## src/common/udp_oe_csr_pkg.sv

```systemverilog
// ~~~~~~~~~~~~~~~~~~~~~~~~~~~~~~
// UDP offload engine CSR package
// Address map, feature header, widths and bus structs
// ~~~~~~~~~~~~~~~~~~~~~~~~~~~~~~
`default_nettype none

package udp_oe_csr_pkg;

    localparam int NUM_CHAN             = 4;
    localparam int CSR_ADDR_PER_CHANNEL = 8;
    localparam int CHAN_IDX_W           = 2;

    typedef logic [63:0] csr_word_t;
    typedef logic [12:0] byte_addr_t;
    typedef logic [9:0]  word_addr_t;
    typedef logic [47:0] mac_adr_t;
    typedef logic [31:0] ip_adr_t;
    typedef logic [15:0] half_t;

    // Word addresses of the common registers
    localparam word_addr_t DFH_HEADER_ADDR          = 10'h00;
    localparam word_addr_t DFH_ID_LO_ADDR           = 10'h01;
    localparam word_addr_t DFH_ID_HI_ADDR           = 10'h02;
    localparam word_addr_t DFH_REG_ADDR_OFFSET_ADDR = 10'h03;
    localparam word_addr_t DFH_REGSZ_ADDR           = 10'h04;
    localparam word_addr_t SCRATCHPAD_ADDR          = 10'h05;
    localparam word_addr_t NUM_CHANNELS_ADDR        = 10'h06;
    localparam word_addr_t FPGA_MAC_ADDR            = 10'h10;
    localparam word_addr_t FPGA_IP_ADDR             = 10'h11;
    localparam word_addr_t FPGA_UDP_PORT_ADDR       = 10'h12;
    localparam word_addr_t FPGA_NETMASK_ADDR        = 10'h13;
    localparam word_addr_t HOST_MAC_ADDR            = 10'h14;
    localparam word_addr_t HOST_IP_ADDR             = 10'h15;
    localparam word_addr_t HOST_UDP_PORT_ADDR       = 10'h16;
    localparam word_addr_t PAYLOAD_PER_PACKET_ADDR  = 10'h17;
    localparam word_addr_t CHECKSUM_IP_ADDR         = 10'h18;
    localparam word_addr_t CHAN_BASE_ADDR           = 10'h20;
    localparam word_addr_t CHAN_END_ADDR            =
        CHAN_BASE_ADDR + word_addr_t'(NUM_CHAN * CSR_ADDR_PER_CHANNEL) - 10'd1;

    // Offsets inside one channel window
    localparam logic [2:0] CHAN_INFO_OFF      = 3'd0;
    localparam logic [2:0] CHAN_RESET_OFF     = 3'd1;
    localparam logic [2:0] CHAN_STATUS_OFF    = 3'd2;
    localparam logic [2:0] CHAN_MISC_OFF      = 3'd3;
    localparam logic [2:0] CHAN_TX_STATUS_OFF = 3'd4;
    localparam logic [2:0] CHAN_RX_STATUS_OFF = 3'd5;
    localparam logic [7:0] CHAN_INFO_TAG      = 8'h10;

    // Feature header fields
    localparam logic [3:0]  DFH_HDR_FTYPE       = 4'h1; // Private feature
    localparam logic [7:0]  DFH_HDR_VER         = 8'h01;
    localparam logic [10:0] DFH_HDR_RSVD0       = 11'h0;
    localparam logic        DFH_HDR_EOL         = 1'b1; // Last in list
    localparam logic [23:0] DFH_HDR_NEXT_DFH    = 24'h0;
    localparam logic [3:0]  DFH_HDR_FEATURE_REV = 4'h0;
    localparam logic [11:0] DFH_HDR_FEATURE_ID  = 12'h0;
    localparam logic [62:0] DFH_REG_ADDR_OFFSET = 63'h28;
    localparam logic        DFH_REL             = 1'b1;
    localparam logic [31:0] DFH_REG_SZ          = 32'h200; // Bytes of register space
    localparam logic        DFH_PARAMS          = 1'b0;
    localparam logic [14:0] DFH_GROUP           = 15'h0;
    localparam logic [15:0] DFH_INSTANCE        = 16'h0;

    localparam csr_word_t DFH_HEADER_WORD = {DFH_HDR_FTYPE, DFH_HDR_VER, DFH_HDR_RSVD0,
        DFH_HDR_EOL, DFH_HDR_NEXT_DFH, DFH_HDR_FEATURE_REV, DFH_HDR_FEATURE_ID};
    localparam csr_word_t DFH_ID_LO           = 64'hB9A7_5C3E_1F42_8D06;
    localparam csr_word_t DFH_ID_HI           = 64'h4E21_93D7_A6C8_05F1;
    localparam csr_word_t DFH_ADDR_OFFSET_WORD = {DFH_REG_ADDR_OFFSET, DFH_REL};
    localparam csr_word_t DFH_REGSZ_WORD = {DFH_REG_SZ, DFH_PARAMS, DFH_GROUP, DFH_INSTANCE};

    localparam half_t     DEFAULT_PAYLOAD_PER_PACKET = 16'h0400;
    localparam csr_word_t REG_RD_BADADDR_DATA        = 64'h0BAD_0BAD_0BAD_0BAD;

    typedef struct packed {
        byte_addr_t address;
        logic       read;
        logic       write;
        csr_word_t  writedata;
    } csr_req_t;

    typedef struct packed {
        csr_word_t readdata;
        logic      readdatavalid;
    } csr_rsp_t;

    typedef enum logic [4:0] {
        REG_DFH_HEADER, REG_DFH_ID_LO, REG_DFH_ID_HI, REG_DFH_ADDR_OFFSET, REG_DFH_REGSZ,
        REG_SCRATCHPAD, REG_NUM_CHANNELS,
        REG_FPGA_MAC, REG_FPGA_IP, REG_FPGA_UDP_PORT, REG_FPGA_NETMASK,
        REG_HOST_MAC, REG_HOST_IP, REG_HOST_UDP_PORT,
        REG_PAYLOAD_PER_PACKET, REG_CHECKSUM_IP,
        CHAN_RESET, CHAN_MISC, CHAN_OTHER, BAD_ADDR
    } csr_reg_e;

    typedef struct packed {
        csr_reg_e              reg_id;
        logic [CHAN_IDX_W-1:0] chan_idx;
        logic [2:0]            chan_off;
    } csr_sel_t;

    typedef struct packed {
        mac_adr_t  fpga_mac_adr;
        ip_adr_t   fpga_ip_adr;
        half_t     fpga_udp_port;
        ip_adr_t   fpga_netmask;
        mac_adr_t  host_mac_adr;
        ip_adr_t   host_ip_adr;
        half_t     host_udp_port;
        half_t     payload_per_packet;
        half_t     checksum_ip;
        csr_word_t misc_ctrl;
    } net_cfg_t;

    typedef struct packed {
        logic tx_rst;
        logic rx_rst;
    } chan_ctrl_t;

    typedef struct packed {
        logic [31:0] tx_status;
        logic [31:0] rx_status;
    } chan_sts_t;

endpackage

`default_nettype wire
```

## src/hdl/udp_oe_csr.sv

```systemverilog
// ~~~~~~~~~~~~~~~~~~~~~~~~~~~~~~
// CSR block top level
// ~~~~~~~~~~~~~~~~~~~~~~~~~~~~~~
`default_nettype none

module udp_oe_csr (
    input  logic                      uoe_csr_avmm,
    input  logic                      rst_local,
    input  udp_oe_csr_pkg::csr_req_t  csr_req,
    output udp_oe_csr_pkg::csr_rsp_t  csr_rsp,
    output udp_oe_csr_pkg::net_cfg_t  net_cfg,
    output udp_oe_csr_pkg::chan_ctrl_t chan_ctrl [udp_oe_csr_pkg::NUM_CHAN],
    input  udp_oe_csr_pkg::chan_sts_t chan_sts  [udp_oe_csr_pkg::NUM_CHAN]
);

    udp_oe_csr_pkg::csr_sel_t  sel;
    udp_oe_csr_pkg::csr_word_t scratchpad;
    udp_oe_csr_pkg::csr_word_t chan_rdata;

    csr_addr_decode u_decode (
        .address (csr_req.address),
        .sel     (sel)
    );

    net_cfg_regs u_net_cfg (
        .uoe_csr_avmm (uoe_csr_avmm),
        .rst_local    (rst_local),
        .write        (csr_req.write),
        .writedata    (csr_req.writedata),
        .sel          (sel),
        .net_cfg      (net_cfg),
        .scratchpad   (scratchpad)
    );

    chan_ctrl_regs u_chan (
        .uoe_csr_avmm (uoe_csr_avmm),
        .rst_local    (rst_local),
        .write        (csr_req.write),
        .writedata    (csr_req.writedata),
        .sel          (sel),
        .chan_sts     (chan_sts),
        .chan_ctrl    (chan_ctrl),
        .chan_rdata   (chan_rdata)
    );

    csr_read_mux u_rd_mux (
        .uoe_csr_avmm (uoe_csr_avmm),
        .rst_local    (rst_local),
        .read         (csr_req.read),
        .sel          (sel),
        .net_cfg      (net_cfg),
        .scratchpad   (scratchpad),
        .chan_rdata   (chan_rdata),
        .csr_rsp      (csr_rsp)
    );

endmodule

`default_nettype wire

```

## src/hdl/csr_read_mux.sv

```systemverilog
// ~~~~~~~~~~~~~~~~~~~~~~~~~~~~~~
// Registered read data and read-valid
// ~~~~~~~~~~~~~~~~~~~~~~~~~~~~~~
`default_nettype none

module csr_read_mux (
    input  logic                      uoe_csr_avmm,
    input  logic                      rst_local,
    input  logic                      read,
    input  udp_oe_csr_pkg::csr_sel_t  sel,
    input  udp_oe_csr_pkg::net_cfg_t  net_cfg,
    input  udp_oe_csr_pkg::csr_word_t scratchpad,
    input  udp_oe_csr_pkg::csr_word_t chan_rdata,
    output udp_oe_csr_pkg::csr_rsp_t  csr_rsp
);

    udp_oe_csr_pkg::csr_word_t rd_word;

    // Word picked by the decoded register, narrow fields zero-extended
    always_comb begin
        case (sel.reg_id)
            udp_oe_csr_pkg::REG_DFH_HEADER:      rd_word = udp_oe_csr_pkg::DFH_HEADER_WORD;
            udp_oe_csr_pkg::REG_DFH_ID_LO:       rd_word = udp_oe_csr_pkg::DFH_ID_LO;
            udp_oe_csr_pkg::REG_DFH_ID_HI:       rd_word = udp_oe_csr_pkg::DFH_ID_HI;
            udp_oe_csr_pkg::REG_DFH_ADDR_OFFSET: rd_word = udp_oe_csr_pkg::DFH_ADDR_OFFSET_WORD;
            udp_oe_csr_pkg::REG_DFH_REGSZ:       rd_word = udp_oe_csr_pkg::DFH_REGSZ_WORD;
            udp_oe_csr_pkg::REG_SCRATCHPAD:      rd_word = scratchpad;
            udp_oe_csr_pkg::REG_NUM_CHANNELS:    rd_word = 64'(udp_oe_csr_pkg::NUM_CHAN);
            udp_oe_csr_pkg::REG_FPGA_MAC:        rd_word = {16'h0, net_cfg.fpga_mac_adr};
            udp_oe_csr_pkg::REG_FPGA_IP:         rd_word = {32'h0, net_cfg.fpga_ip_adr};
            udp_oe_csr_pkg::REG_FPGA_UDP_PORT:   rd_word = {48'h0, net_cfg.fpga_udp_port};
            udp_oe_csr_pkg::REG_FPGA_NETMASK:    rd_word = {32'h0, net_cfg.fpga_netmask};
            udp_oe_csr_pkg::REG_HOST_MAC:        rd_word = {16'h0, net_cfg.host_mac_adr};
            udp_oe_csr_pkg::REG_HOST_IP:         rd_word = {32'h0, net_cfg.host_ip_adr};
            udp_oe_csr_pkg::REG_HOST_UDP_PORT:   rd_word = {48'h0, net_cfg.host_udp_port};
            udp_oe_csr_pkg::REG_PAYLOAD_PER_PACKET:
                rd_word = {48'h0, net_cfg.payload_per_packet};
            udp_oe_csr_pkg::REG_CHECKSUM_IP:     rd_word = {48'h0, net_cfg.checksum_ip};
            udp_oe_csr_pkg::CHAN_MISC:           rd_word = net_cfg.misc_ctrl;
            udp_oe_csr_pkg::CHAN_RESET,
            udp_oe_csr_pkg::CHAN_OTHER:          rd_word = chan_rdata;
            default:                             rd_word = udp_oe_csr_pkg::REG_RD_BADADDR_DATA;
        endcase
    end

    always_ff @(posedge uoe_csr_avmm) begin
        if (rst_local) begin
            csr_rsp <= '0;
        end else begin
            csr_rsp.readdatavalid <= read; // One pulse per read strobe
            if (read)
                csr_rsp.readdata <= rd_word; // Value before this edge's write
        end
    end

endmodule

`default_nettype wire

```

## src/chan_regs/chan_ctrl_regs.sv

```systemverilog
// ~~~~~~~~~~~~~~~~~~~~~~~~~~~~~~
// Per-channel reset bits and channel read words
// ~~~~~~~~~~~~~~~~~~~~~~~~~~~~~~
`default_nettype none

module chan_ctrl_regs (
    input  logic                       uoe_csr_avmm,
    input  logic                       rst_local,
    input  logic                       write,
    input  udp_oe_csr_pkg::csr_word_t  writedata,
    input  udp_oe_csr_pkg::csr_sel_t   sel,
    input  udp_oe_csr_pkg::chan_sts_t  chan_sts  [udp_oe_csr_pkg::NUM_CHAN],
    output udp_oe_csr_pkg::chan_ctrl_t chan_ctrl [udp_oe_csr_pkg::NUM_CHAN],
    output udp_oe_csr_pkg::csr_word_t  chan_rdata
);

    udp_oe_csr_pkg::chan_ctrl_t cur_ctrl;
    udp_oe_csr_pkg::chan_sts_t  cur_sts;

    for (genvar c = 0; c < udp_oe_csr_pkg::NUM_CHAN; c++) begin : g_chan
        always_ff @(posedge uoe_csr_avmm) begin
            if (rst_local) begin
                chan_ctrl[c] <= '0;
            end else if (write && sel.reg_id == udp_oe_csr_pkg::CHAN_RESET &&
                         sel.chan_idx == udp_oe_csr_pkg::CHAN_IDX_W'(c)) begin
                chan_ctrl[c].tx_rst <= writedata[1];
                chan_ctrl[c].rx_rst <= writedata[0];
            end
        end
    end

    // Slot selected by the decoded channel index
    assign cur_ctrl = chan_ctrl[sel.chan_idx];
    assign cur_sts  = chan_sts[sel.chan_idx];

    always_comb begin
        case (sel.chan_off)
            udp_oe_csr_pkg::CHAN_INFO_OFF:
                chan_rdata = {48'h0, 8'(sel.chan_idx), udp_oe_csr_pkg::CHAN_INFO_TAG};
            udp_oe_csr_pkg::CHAN_RESET_OFF:
                chan_rdata = {62'h0, cur_ctrl.tx_rst, cur_ctrl.rx_rst};
            udp_oe_csr_pkg::CHAN_STATUS_OFF:
                chan_rdata = {cur_sts.tx_status, cur_sts.rx_status};
            default:
                chan_rdata = '0; // Misc comes from net_cfg, the rest are spare
        endcase
    end

endmodule

`default_nettype wire

```

## src/hdl/net_cfg_regs.sv

```systemverilog
// ~~~~~~~~~~~~~~~~~~~~~~~~~~~~~~
// Scratchpad, shared network settings and misc control
// ~~~~~~~~~~~~~~~~~~~~~~~~~~~~~~
`default_nettype none

module net_cfg_regs (
    input  logic                      uoe_csr_avmm,
    input  logic                      rst_local,
    input  logic                      write,
    input  udp_oe_csr_pkg::csr_word_t writedata,
    input  udp_oe_csr_pkg::csr_sel_t  sel,
    output udp_oe_csr_pkg::net_cfg_t  net_cfg,
    output udp_oe_csr_pkg::csr_word_t scratchpad
);

    always_ff @(posedge uoe_csr_avmm) begin
        if (rst_local) begin
            net_cfg                    <= '0;
            net_cfg.payload_per_packet <= udp_oe_csr_pkg::DEFAULT_PAYLOAD_PER_PACKET;
            scratchpad                 <= '0;
        end else if (write) begin
            // Only the field width is taken from writedata
            case (sel.reg_id)
                udp_oe_csr_pkg::REG_SCRATCHPAD:
                    scratchpad <= writedata;
                udp_oe_csr_pkg::REG_FPGA_MAC:
                    net_cfg.fpga_mac_adr <= writedata[47:0];
                udp_oe_csr_pkg::REG_FPGA_IP:
                    net_cfg.fpga_ip_adr <= writedata[31:0];
                udp_oe_csr_pkg::REG_FPGA_UDP_PORT:
                    net_cfg.fpga_udp_port <= writedata[15:0];
                udp_oe_csr_pkg::REG_FPGA_NETMASK:
                    net_cfg.fpga_netmask <= writedata[31:0];
                udp_oe_csr_pkg::REG_HOST_MAC:
                    net_cfg.host_mac_adr <= writedata[47:0];
                udp_oe_csr_pkg::REG_HOST_IP:
                    net_cfg.host_ip_adr <= writedata[31:0];
                udp_oe_csr_pkg::REG_HOST_UDP_PORT:
                    net_cfg.host_udp_port <= writedata[15:0];
                udp_oe_csr_pkg::REG_PAYLOAD_PER_PACKET:
                    net_cfg.payload_per_packet <= writedata[15:0];
                udp_oe_csr_pkg::REG_CHECKSUM_IP:
                    net_cfg.checksum_ip <= writedata[15:0];
                udp_oe_csr_pkg::CHAN_MISC:
                    net_cfg.misc_ctrl <= writedata; // Shared by every channel window
                default: ;
            endcase
        end
    end

endmodule

`default_nettype wire

```

## src/hdl/csr_addr_decode.sv

```systemverilog
// ~~~~~~~~~~~~~~~~~~~~~~~~~~~~~~
// Byte address to register id and channel slot
// ~~~~~~~~~~~~~~~~~~~~~~~~~~~~~~
`default_nettype none

module csr_addr_decode (
    input  udp_oe_csr_pkg::byte_addr_t address,
    output udp_oe_csr_pkg::csr_sel_t   sel
);

    udp_oe_csr_pkg::word_addr_t word_addr;
    udp_oe_csr_pkg::word_addr_t chan_rel;

    assign word_addr = address[12:3]; // Accesses are full 64-bit words
    assign chan_rel  = word_addr - udp_oe_csr_pkg::CHAN_BASE_ADDR;

    always_comb begin
        sel.chan_idx = '0;
        sel.chan_off = '0;
        case (word_addr)
            udp_oe_csr_pkg::DFH_HEADER_ADDR:          sel.reg_id = udp_oe_csr_pkg::REG_DFH_HEADER;
            udp_oe_csr_pkg::DFH_ID_LO_ADDR:           sel.reg_id = udp_oe_csr_pkg::REG_DFH_ID_LO;
            udp_oe_csr_pkg::DFH_ID_HI_ADDR:           sel.reg_id = udp_oe_csr_pkg::REG_DFH_ID_HI;
            udp_oe_csr_pkg::DFH_REG_ADDR_OFFSET_ADDR:
                sel.reg_id = udp_oe_csr_pkg::REG_DFH_ADDR_OFFSET;
            udp_oe_csr_pkg::DFH_REGSZ_ADDR:           sel.reg_id = udp_oe_csr_pkg::REG_DFH_REGSZ;
            udp_oe_csr_pkg::SCRATCHPAD_ADDR:          sel.reg_id = udp_oe_csr_pkg::REG_SCRATCHPAD;
            udp_oe_csr_pkg::NUM_CHANNELS_ADDR:        sel.reg_id = udp_oe_csr_pkg::REG_NUM_CHANNELS;
            udp_oe_csr_pkg::FPGA_MAC_ADDR:            sel.reg_id = udp_oe_csr_pkg::REG_FPGA_MAC;
            udp_oe_csr_pkg::FPGA_IP_ADDR:             sel.reg_id = udp_oe_csr_pkg::REG_FPGA_IP;
            udp_oe_csr_pkg::FPGA_UDP_PORT_ADDR:       sel.reg_id = udp_oe_csr_pkg::REG_FPGA_UDP_PORT;
            udp_oe_csr_pkg::FPGA_NETMASK_ADDR:        sel.reg_id = udp_oe_csr_pkg::REG_FPGA_NETMASK;
            udp_oe_csr_pkg::HOST_MAC_ADDR:            sel.reg_id = udp_oe_csr_pkg::REG_HOST_MAC;
            udp_oe_csr_pkg::HOST_IP_ADDR:             sel.reg_id = udp_oe_csr_pkg::REG_HOST_IP;
            udp_oe_csr_pkg::HOST_UDP_PORT_ADDR:       sel.reg_id = udp_oe_csr_pkg::REG_HOST_UDP_PORT;
            udp_oe_csr_pkg::PAYLOAD_PER_PACKET_ADDR:
                sel.reg_id = udp_oe_csr_pkg::REG_PAYLOAD_PER_PACKET;
            udp_oe_csr_pkg::CHECKSUM_IP_ADDR:         sel.reg_id = udp_oe_csr_pkg::REG_CHECKSUM_IP;
            default: begin
                if (word_addr >= udp_oe_csr_pkg::CHAN_BASE_ADDR &&
                    word_addr <= udp_oe_csr_pkg::CHAN_END_ADDR) begin
                    // Window index above the 8-word offset
                    sel.chan_idx = chan_rel[udp_oe_csr_pkg::CHAN_IDX_W+2:3];
                    sel.chan_off = chan_rel[2:0];
                    if (chan_rel[2:0] == udp_oe_csr_pkg::CHAN_RESET_OFF)
                        sel.reg_id = udp_oe_csr_pkg::CHAN_RESET;
                    else if (chan_rel[2:0] == udp_oe_csr_pkg::CHAN_MISC_OFF)
                        sel.reg_id = udp_oe_csr_pkg::CHAN_MISC;
                    else
                        sel.reg_id = udp_oe_csr_pkg::CHAN_OTHER;
                end else begin
                    sel.reg_id = udp_oe_csr_pkg::BAD_ADDR;
                end
            end
        endcase
    end

endmodule

`default_nettype wire

```

## config.mk

```make
export PLATFORM = sky130hd
export DESIGN_NAME = udp_oe_csr
export DESIGN_NICKNAME = d
export VERILOG_FILES = /design/src/common/udp_oe_csr_pkg.sv /design/src/hdl/udp_oe_csr.sv /design/src/hdl/csr_read_mux.sv /design/src/chan_regs/chan_ctrl_regs.sv /design/src/hdl/net_cfg_regs.sv /design/src/hdl/csr_addr_decode.sv
export SDC_FILE = /design/constraint.sdc
export NUM_CORES = 1
export LEC_CHECK = 0
export BUFFER_PORTS_ARGS = -buffer_cell sky130_fd_sc_hd__buf_2
export CORE_AREA = 2 2 282 284
export DETAILED_ROUTE_END_ITERATION = 12
export DIE_AREA = 0 0 284 286
export PLACE_DENSITY = 0.54
export SLEW_MARGIN = 15
export SYNTH_ARGS = -nofsm -noshare
export SYNTH_HDL_FRONTEND = slang
export SYNTH_SLANG_ARGS = --single-unit
```

## constraint.sdc

```tcl
create_clock -name uoe_csr_avmm -period 3.9 [get_ports uoe_csr_avmm]
set_clock_uncertainty 0.1 [all_clocks]
set_input_delay 0.39 -clock uoe_csr_avmm [delete_from_list [all_inputs] [get_ports uoe_csr_avmm]]
set_output_delay 0.39 -clock uoe_csr_avmm [all_outputs]
set_load 0.01 [all_outputs]
```

==> flow_results.xml <==
<?xml version="1.0" encoding="UTF-8"?>
<metrics>
  <group name="floorplanning">
    <metric name="rows" unit="">103</metric>
    <metric name="design.die.area" unit="mm2">0.0812</metric>
    <metric name="floorplan.initialDensity" unit="%">26.4</metric>
    <metric name="die_w" unit="um">284</metric>
    <metric name="core" unit="mm2">0.0784</metric>
    <metric name="die_y_extent" unit="um">286</metric>
    <metric name="io_pins" unit="">730</metric>
  </group>
  <group name="timing">
    <metric name="timing.final.crit_period" unit="ns">2.88</metric>
    <metric name="tightestPinTransition" unit="ns">1.19</metric>
    <metric name="number_of_hold_violations_in_the_final_report" unit="">0</metric>
    <metric name="setup_viol" unit="">0</metric>
    <metric name="max_freq" unit="MHz">348</metric>
    <metric name="total_negative_slack" unit="ns">0</metric>
    <metric name="relSlewSlack" unit="%">20.4</metric>
    <metric name="rsz0062_at_grt" unit="">no</metric>
    <metric name="finalCritPeriodShare" unit="%">73.7</metric>
    <metric name="post-route-worst-setup-slack" unit="ns">1.02</metric>
    <metric name="final-max-slew-violation-count" unit="">0</metric>
  </group>
  <group name="placed_design">
    <metric name="numPortBuffers" unit="">726</metric>
    <metric name="replace_congestion" unit="">0.968</metric>
    <metric name="pre_cts_slack" unit="ns">0.444</metric>
    <metric name="dp.final_hpwl" unit="um">88800</metric>
  </group>
  <group name="cts">
    <metric name="clock_pin_slew_worst_setup_and_hold_paths" unit="ns">0.06</metric>
    <metric name="max-clock-path-buffers" unit="">3</metric>
    <metric name="tritoncts.num_buffers" unit="">53</metric>
    <metric name="tritoncts" unit="">yes</metric>
    <metric name="cts-hold-fix-buffers" unit="">48</metric>
    <metric name="post_cts_setup_inserts" unit="">0</metric>
    <metric name="cts_resized" unit="">0</metric>
    <metric name="htree_num_levels" unit="">2</metric>
    <metric name="clock_root_buffer" unit="">clkbuf_16</metric>
    <metric name="tritoncts_num_sinks" unit="">457</metric>
    <metric name="clock_latency" unit="ns">0.63</metric>
  </group>
  <group name="run_status">
    <metric name="status" unit="">complete, no violations</metric>
  </group>
  <group name="pwr">
    <metric name="power.leakage" unit="nW">11.3</metric>
    <metric name="worst_ir_drop_vdd" unit="mV">0.330</metric>
    <metric name="cellPowerDensity" unit="mW/mm2">378</metric>
  </group>
  <group name="drt">
    <metric name="drt_wl_total" unit="um">124000</metric>
    <metric name="vias_per_cell" unit="">5.42</metric>
    <metric name="drt-initial-drc-count" unit="">2454</metric>
    <metric name="avgRoutedWirePerCell" unit="um">27.7</metric>
    <metric name="drc_errors" unit="">0</metric>
    <metric name="detailroute.via_count" unit="">24200</metric>
    <metric name="number_of_antenna_violating_nets_in_the_routed_design" unit="">0</metric>
    <metric name="detailedRoute.firstPassIterationCount" unit="">8</metric>
  </group>
  <group name="global_routing">
    <metric name="grt_antenna_before_repair" unit="">7</metric>
    <metric name="grt_first_pass_wirelength" unit="um">172000</metric>
    <metric name="global_route.overflow_total" unit="">0</metric>
    <metric name="maximum_number_of_pins_on_one_net_before_global_route_repair" unit="">122</metric>
    <metric name="grt_usage" unit="%">28.9</metric>
    <metric name="via_count_of_the_first_global_routing_pass" unit="">22700</metric>
  </group>
  <group name="logic_synthesis">
    <metric name="ys.flop_type" unit="">dfxtp_1</metric>
    <metric name="postSynthAreaPerCell" unit="um2">7.72</metric>
    <metric name="netlist-cell-type-count" unit="">72</metric>
    <metric name="synth_area" unit="mm2">0.0207</metric>
    <metric name="yosysWarningCount" unit="">0</metric>
    <metric name="synth_largest_area_cell" unit="">dfxtp_1</metric>
    <metric name="asyncSetResetFlopFracSynth" unit="%">0</metric>
    <metric name="synth_seq_cells" unit="">457</metric>
    <metric name="synthTopCellsByArea" unit="">dfxtp_1 (44%), nand2_1 (15%), a21oi_1 (11%)</metric>
    <metric name="synth-edff-count" unit="">0</metric>
    <metric name="syn_inst" unit="">2676</metric>
    <metric name="synthDominantCellAreaShare" unit="%">44.3</metric>
    <metric name="syn-num-nets" unit="">3013</metric>
    <metric name="synth_seq_area_share" unit="%">44.3</metric>
  </group>
  <group name="finish">
    <metric name="design.final.nets" unit="">3715</metric>
    <metric name="commonest_non_fill_non_tap_cells_in_the_layout" unit="">nand2_1 (807), buf_2 (725), dfxtp_1 (457), a21oi_1 (445), a22oi_1 (121)</metric>
    <metric name="drive_above_1_share" unit="%">29.6</metric>
    <metric name="layout_commonest_cell" unit="">nand2_1</metric>
    <metric name="area.growth.synth_to_final" unit="%">36.2</metric>
  </group>
  <group name="critical_path">
    <metric name="critPathArrivalTime" unit="ns">3.21</metric>
    <metric name="required" unit="ns">4.23</metric>
    <metric name="timing.critical_path.fanout_max" unit="">23</metric>
    <metric name="start_kind" unit="">input port</metric>
    <metric name="cp_class" unit="">input port to flip-flop</metric>
    <metric name="worst_setup_path_end_kind" unit="">flip-flop</metric>
  </group>
  <group name="flow_run">
    <metric name="maxCapViolations" unit="">0</metric>
  </group>
  <group name="hold_path">
    <metric name="worstHoldPathType" unit="">input port to flip-flop</metric>
  </group>
</metrics>
-- area by class of cell --
type	count	area [um2]
Clock inverter	23	275
Multi-Input combinational cell	1963	10600
Inverter	5	18.8
Antenna cell	7	17.5
Fill cell	8444	50200
Clock buffer	73	1480
Tap cell	1050	1310
Sequential cell	457	9150
Timing Repair Buffer	898	5330
-- cell usage after synthesis (all sizes together), types with 4 or more instances --
library cell	count
nor2b	17
a31oi	10
dfxtp	457
a221oi	40
inv	5
a222oi	38
or3	6
mux2	26
nor3	31
nand2b	5
clkbuf	162
a311oi	19
a21oi	447
nor4	10
and3	15
a21o	5
a21boi	4
a221o	16
nand2	814
o21ai	27
a22o	31
mux2i	28
nand3	41
a22oi	121
and2	17
nor2	98
a211oi	36
buf	89
a211o	9
-- critical path, cell delays in order --
cell and delay, ns:
buf_2 0.17, buf_4 0.25, or3_1 0.39, a211oi_1 0.55
a21oi_4 0.19, a21o_1 0.26, nor2_2 0.77, a311oi_1 0.22
-- where the power goes --
group          internal, W  total (W)  switching (W)
logic             0.000289   0.000749       0.000460
clock network      0.00299    0.00517        0.00218
registers          0.00470    0.00471      0.0000194
-- through the flow --
step	power [W]	hold WS (ns)	cell area, um2	util (%)	instances
3_3_place_gp	0.00551	0.339	25900	33.0	4325
3_5_place_dp	0.00551	0.347	25900	33.0	4325
6_report	0.0106	0.0524	28100	35.9	4476
5_1_grt	0.0109	0.0424	28100	35.9	4474
4_1_cts	0.0107	0.0198	28100	35.9	4469
2_1_floorplan	0.00508	0.332	20700	-	2676
-- kinds of logic after synthesis --
logic type	share of synthesized area, %
AND/OR/NAND/NOR	21.6
AO/OA/AOI/OAI	25.8
flip-flops	44.3
buffers and inverters	5.24
multiplexers	2.99
XOR/XNOR	0.0424
-- state kept, by name, summed over array words and instances (netlist names) --
| register | flops |
|---|---|
| u_rd_mux.csr_rsp | 65 |
| u_net_cfg.net_cfg | 320 |
| u_chan.chan_ctrl | 8 |
| u_net_cfg.scratchpad | 64 |
-- metal layers --
| layer | vias to the layer above | track usage (%) | share of wire (%) |
|---|---|---|---|
| met4 | 0 | 10.8 | 4.1 |
| li1 | 10900 | - | - |
| met2 | 1352 | 48.4 | 47 |
| met3 | 221 | 6.06 | 8.8 |
| met5 | - | 0 | 0 |
| met1 | 11800 | 36.5 | 40 |
-- worst paths after layout --
kind | startpoint | slack (ns) | depth (start not counted) | end
min reg2reg | u_net_cfg.scratchpad[56]$_SDFFE_PP0P_ | 0.36 | 2 | u_net_cfg.scratchpad[56]$_SDFFE_PP0P_
max reg2reg | u_net_cfg.net_cfg[8]$_SDFFE_PP0P_ | 1.68 | 7 | u_rd_mux.csr_rsp[9]$_SDFFE_PP0P_
min | csr_req[9] | 0.05 | 3 | u_net_cfg.net_cfg[281]$_SDFFE_PP0P_
max | csr_req[69] | 1.02 | 8 | u_rd_mux.csr_rsp[54]$_SDFFE_PP0P_
Note: power is estimated with default switching activity, not from simulation.
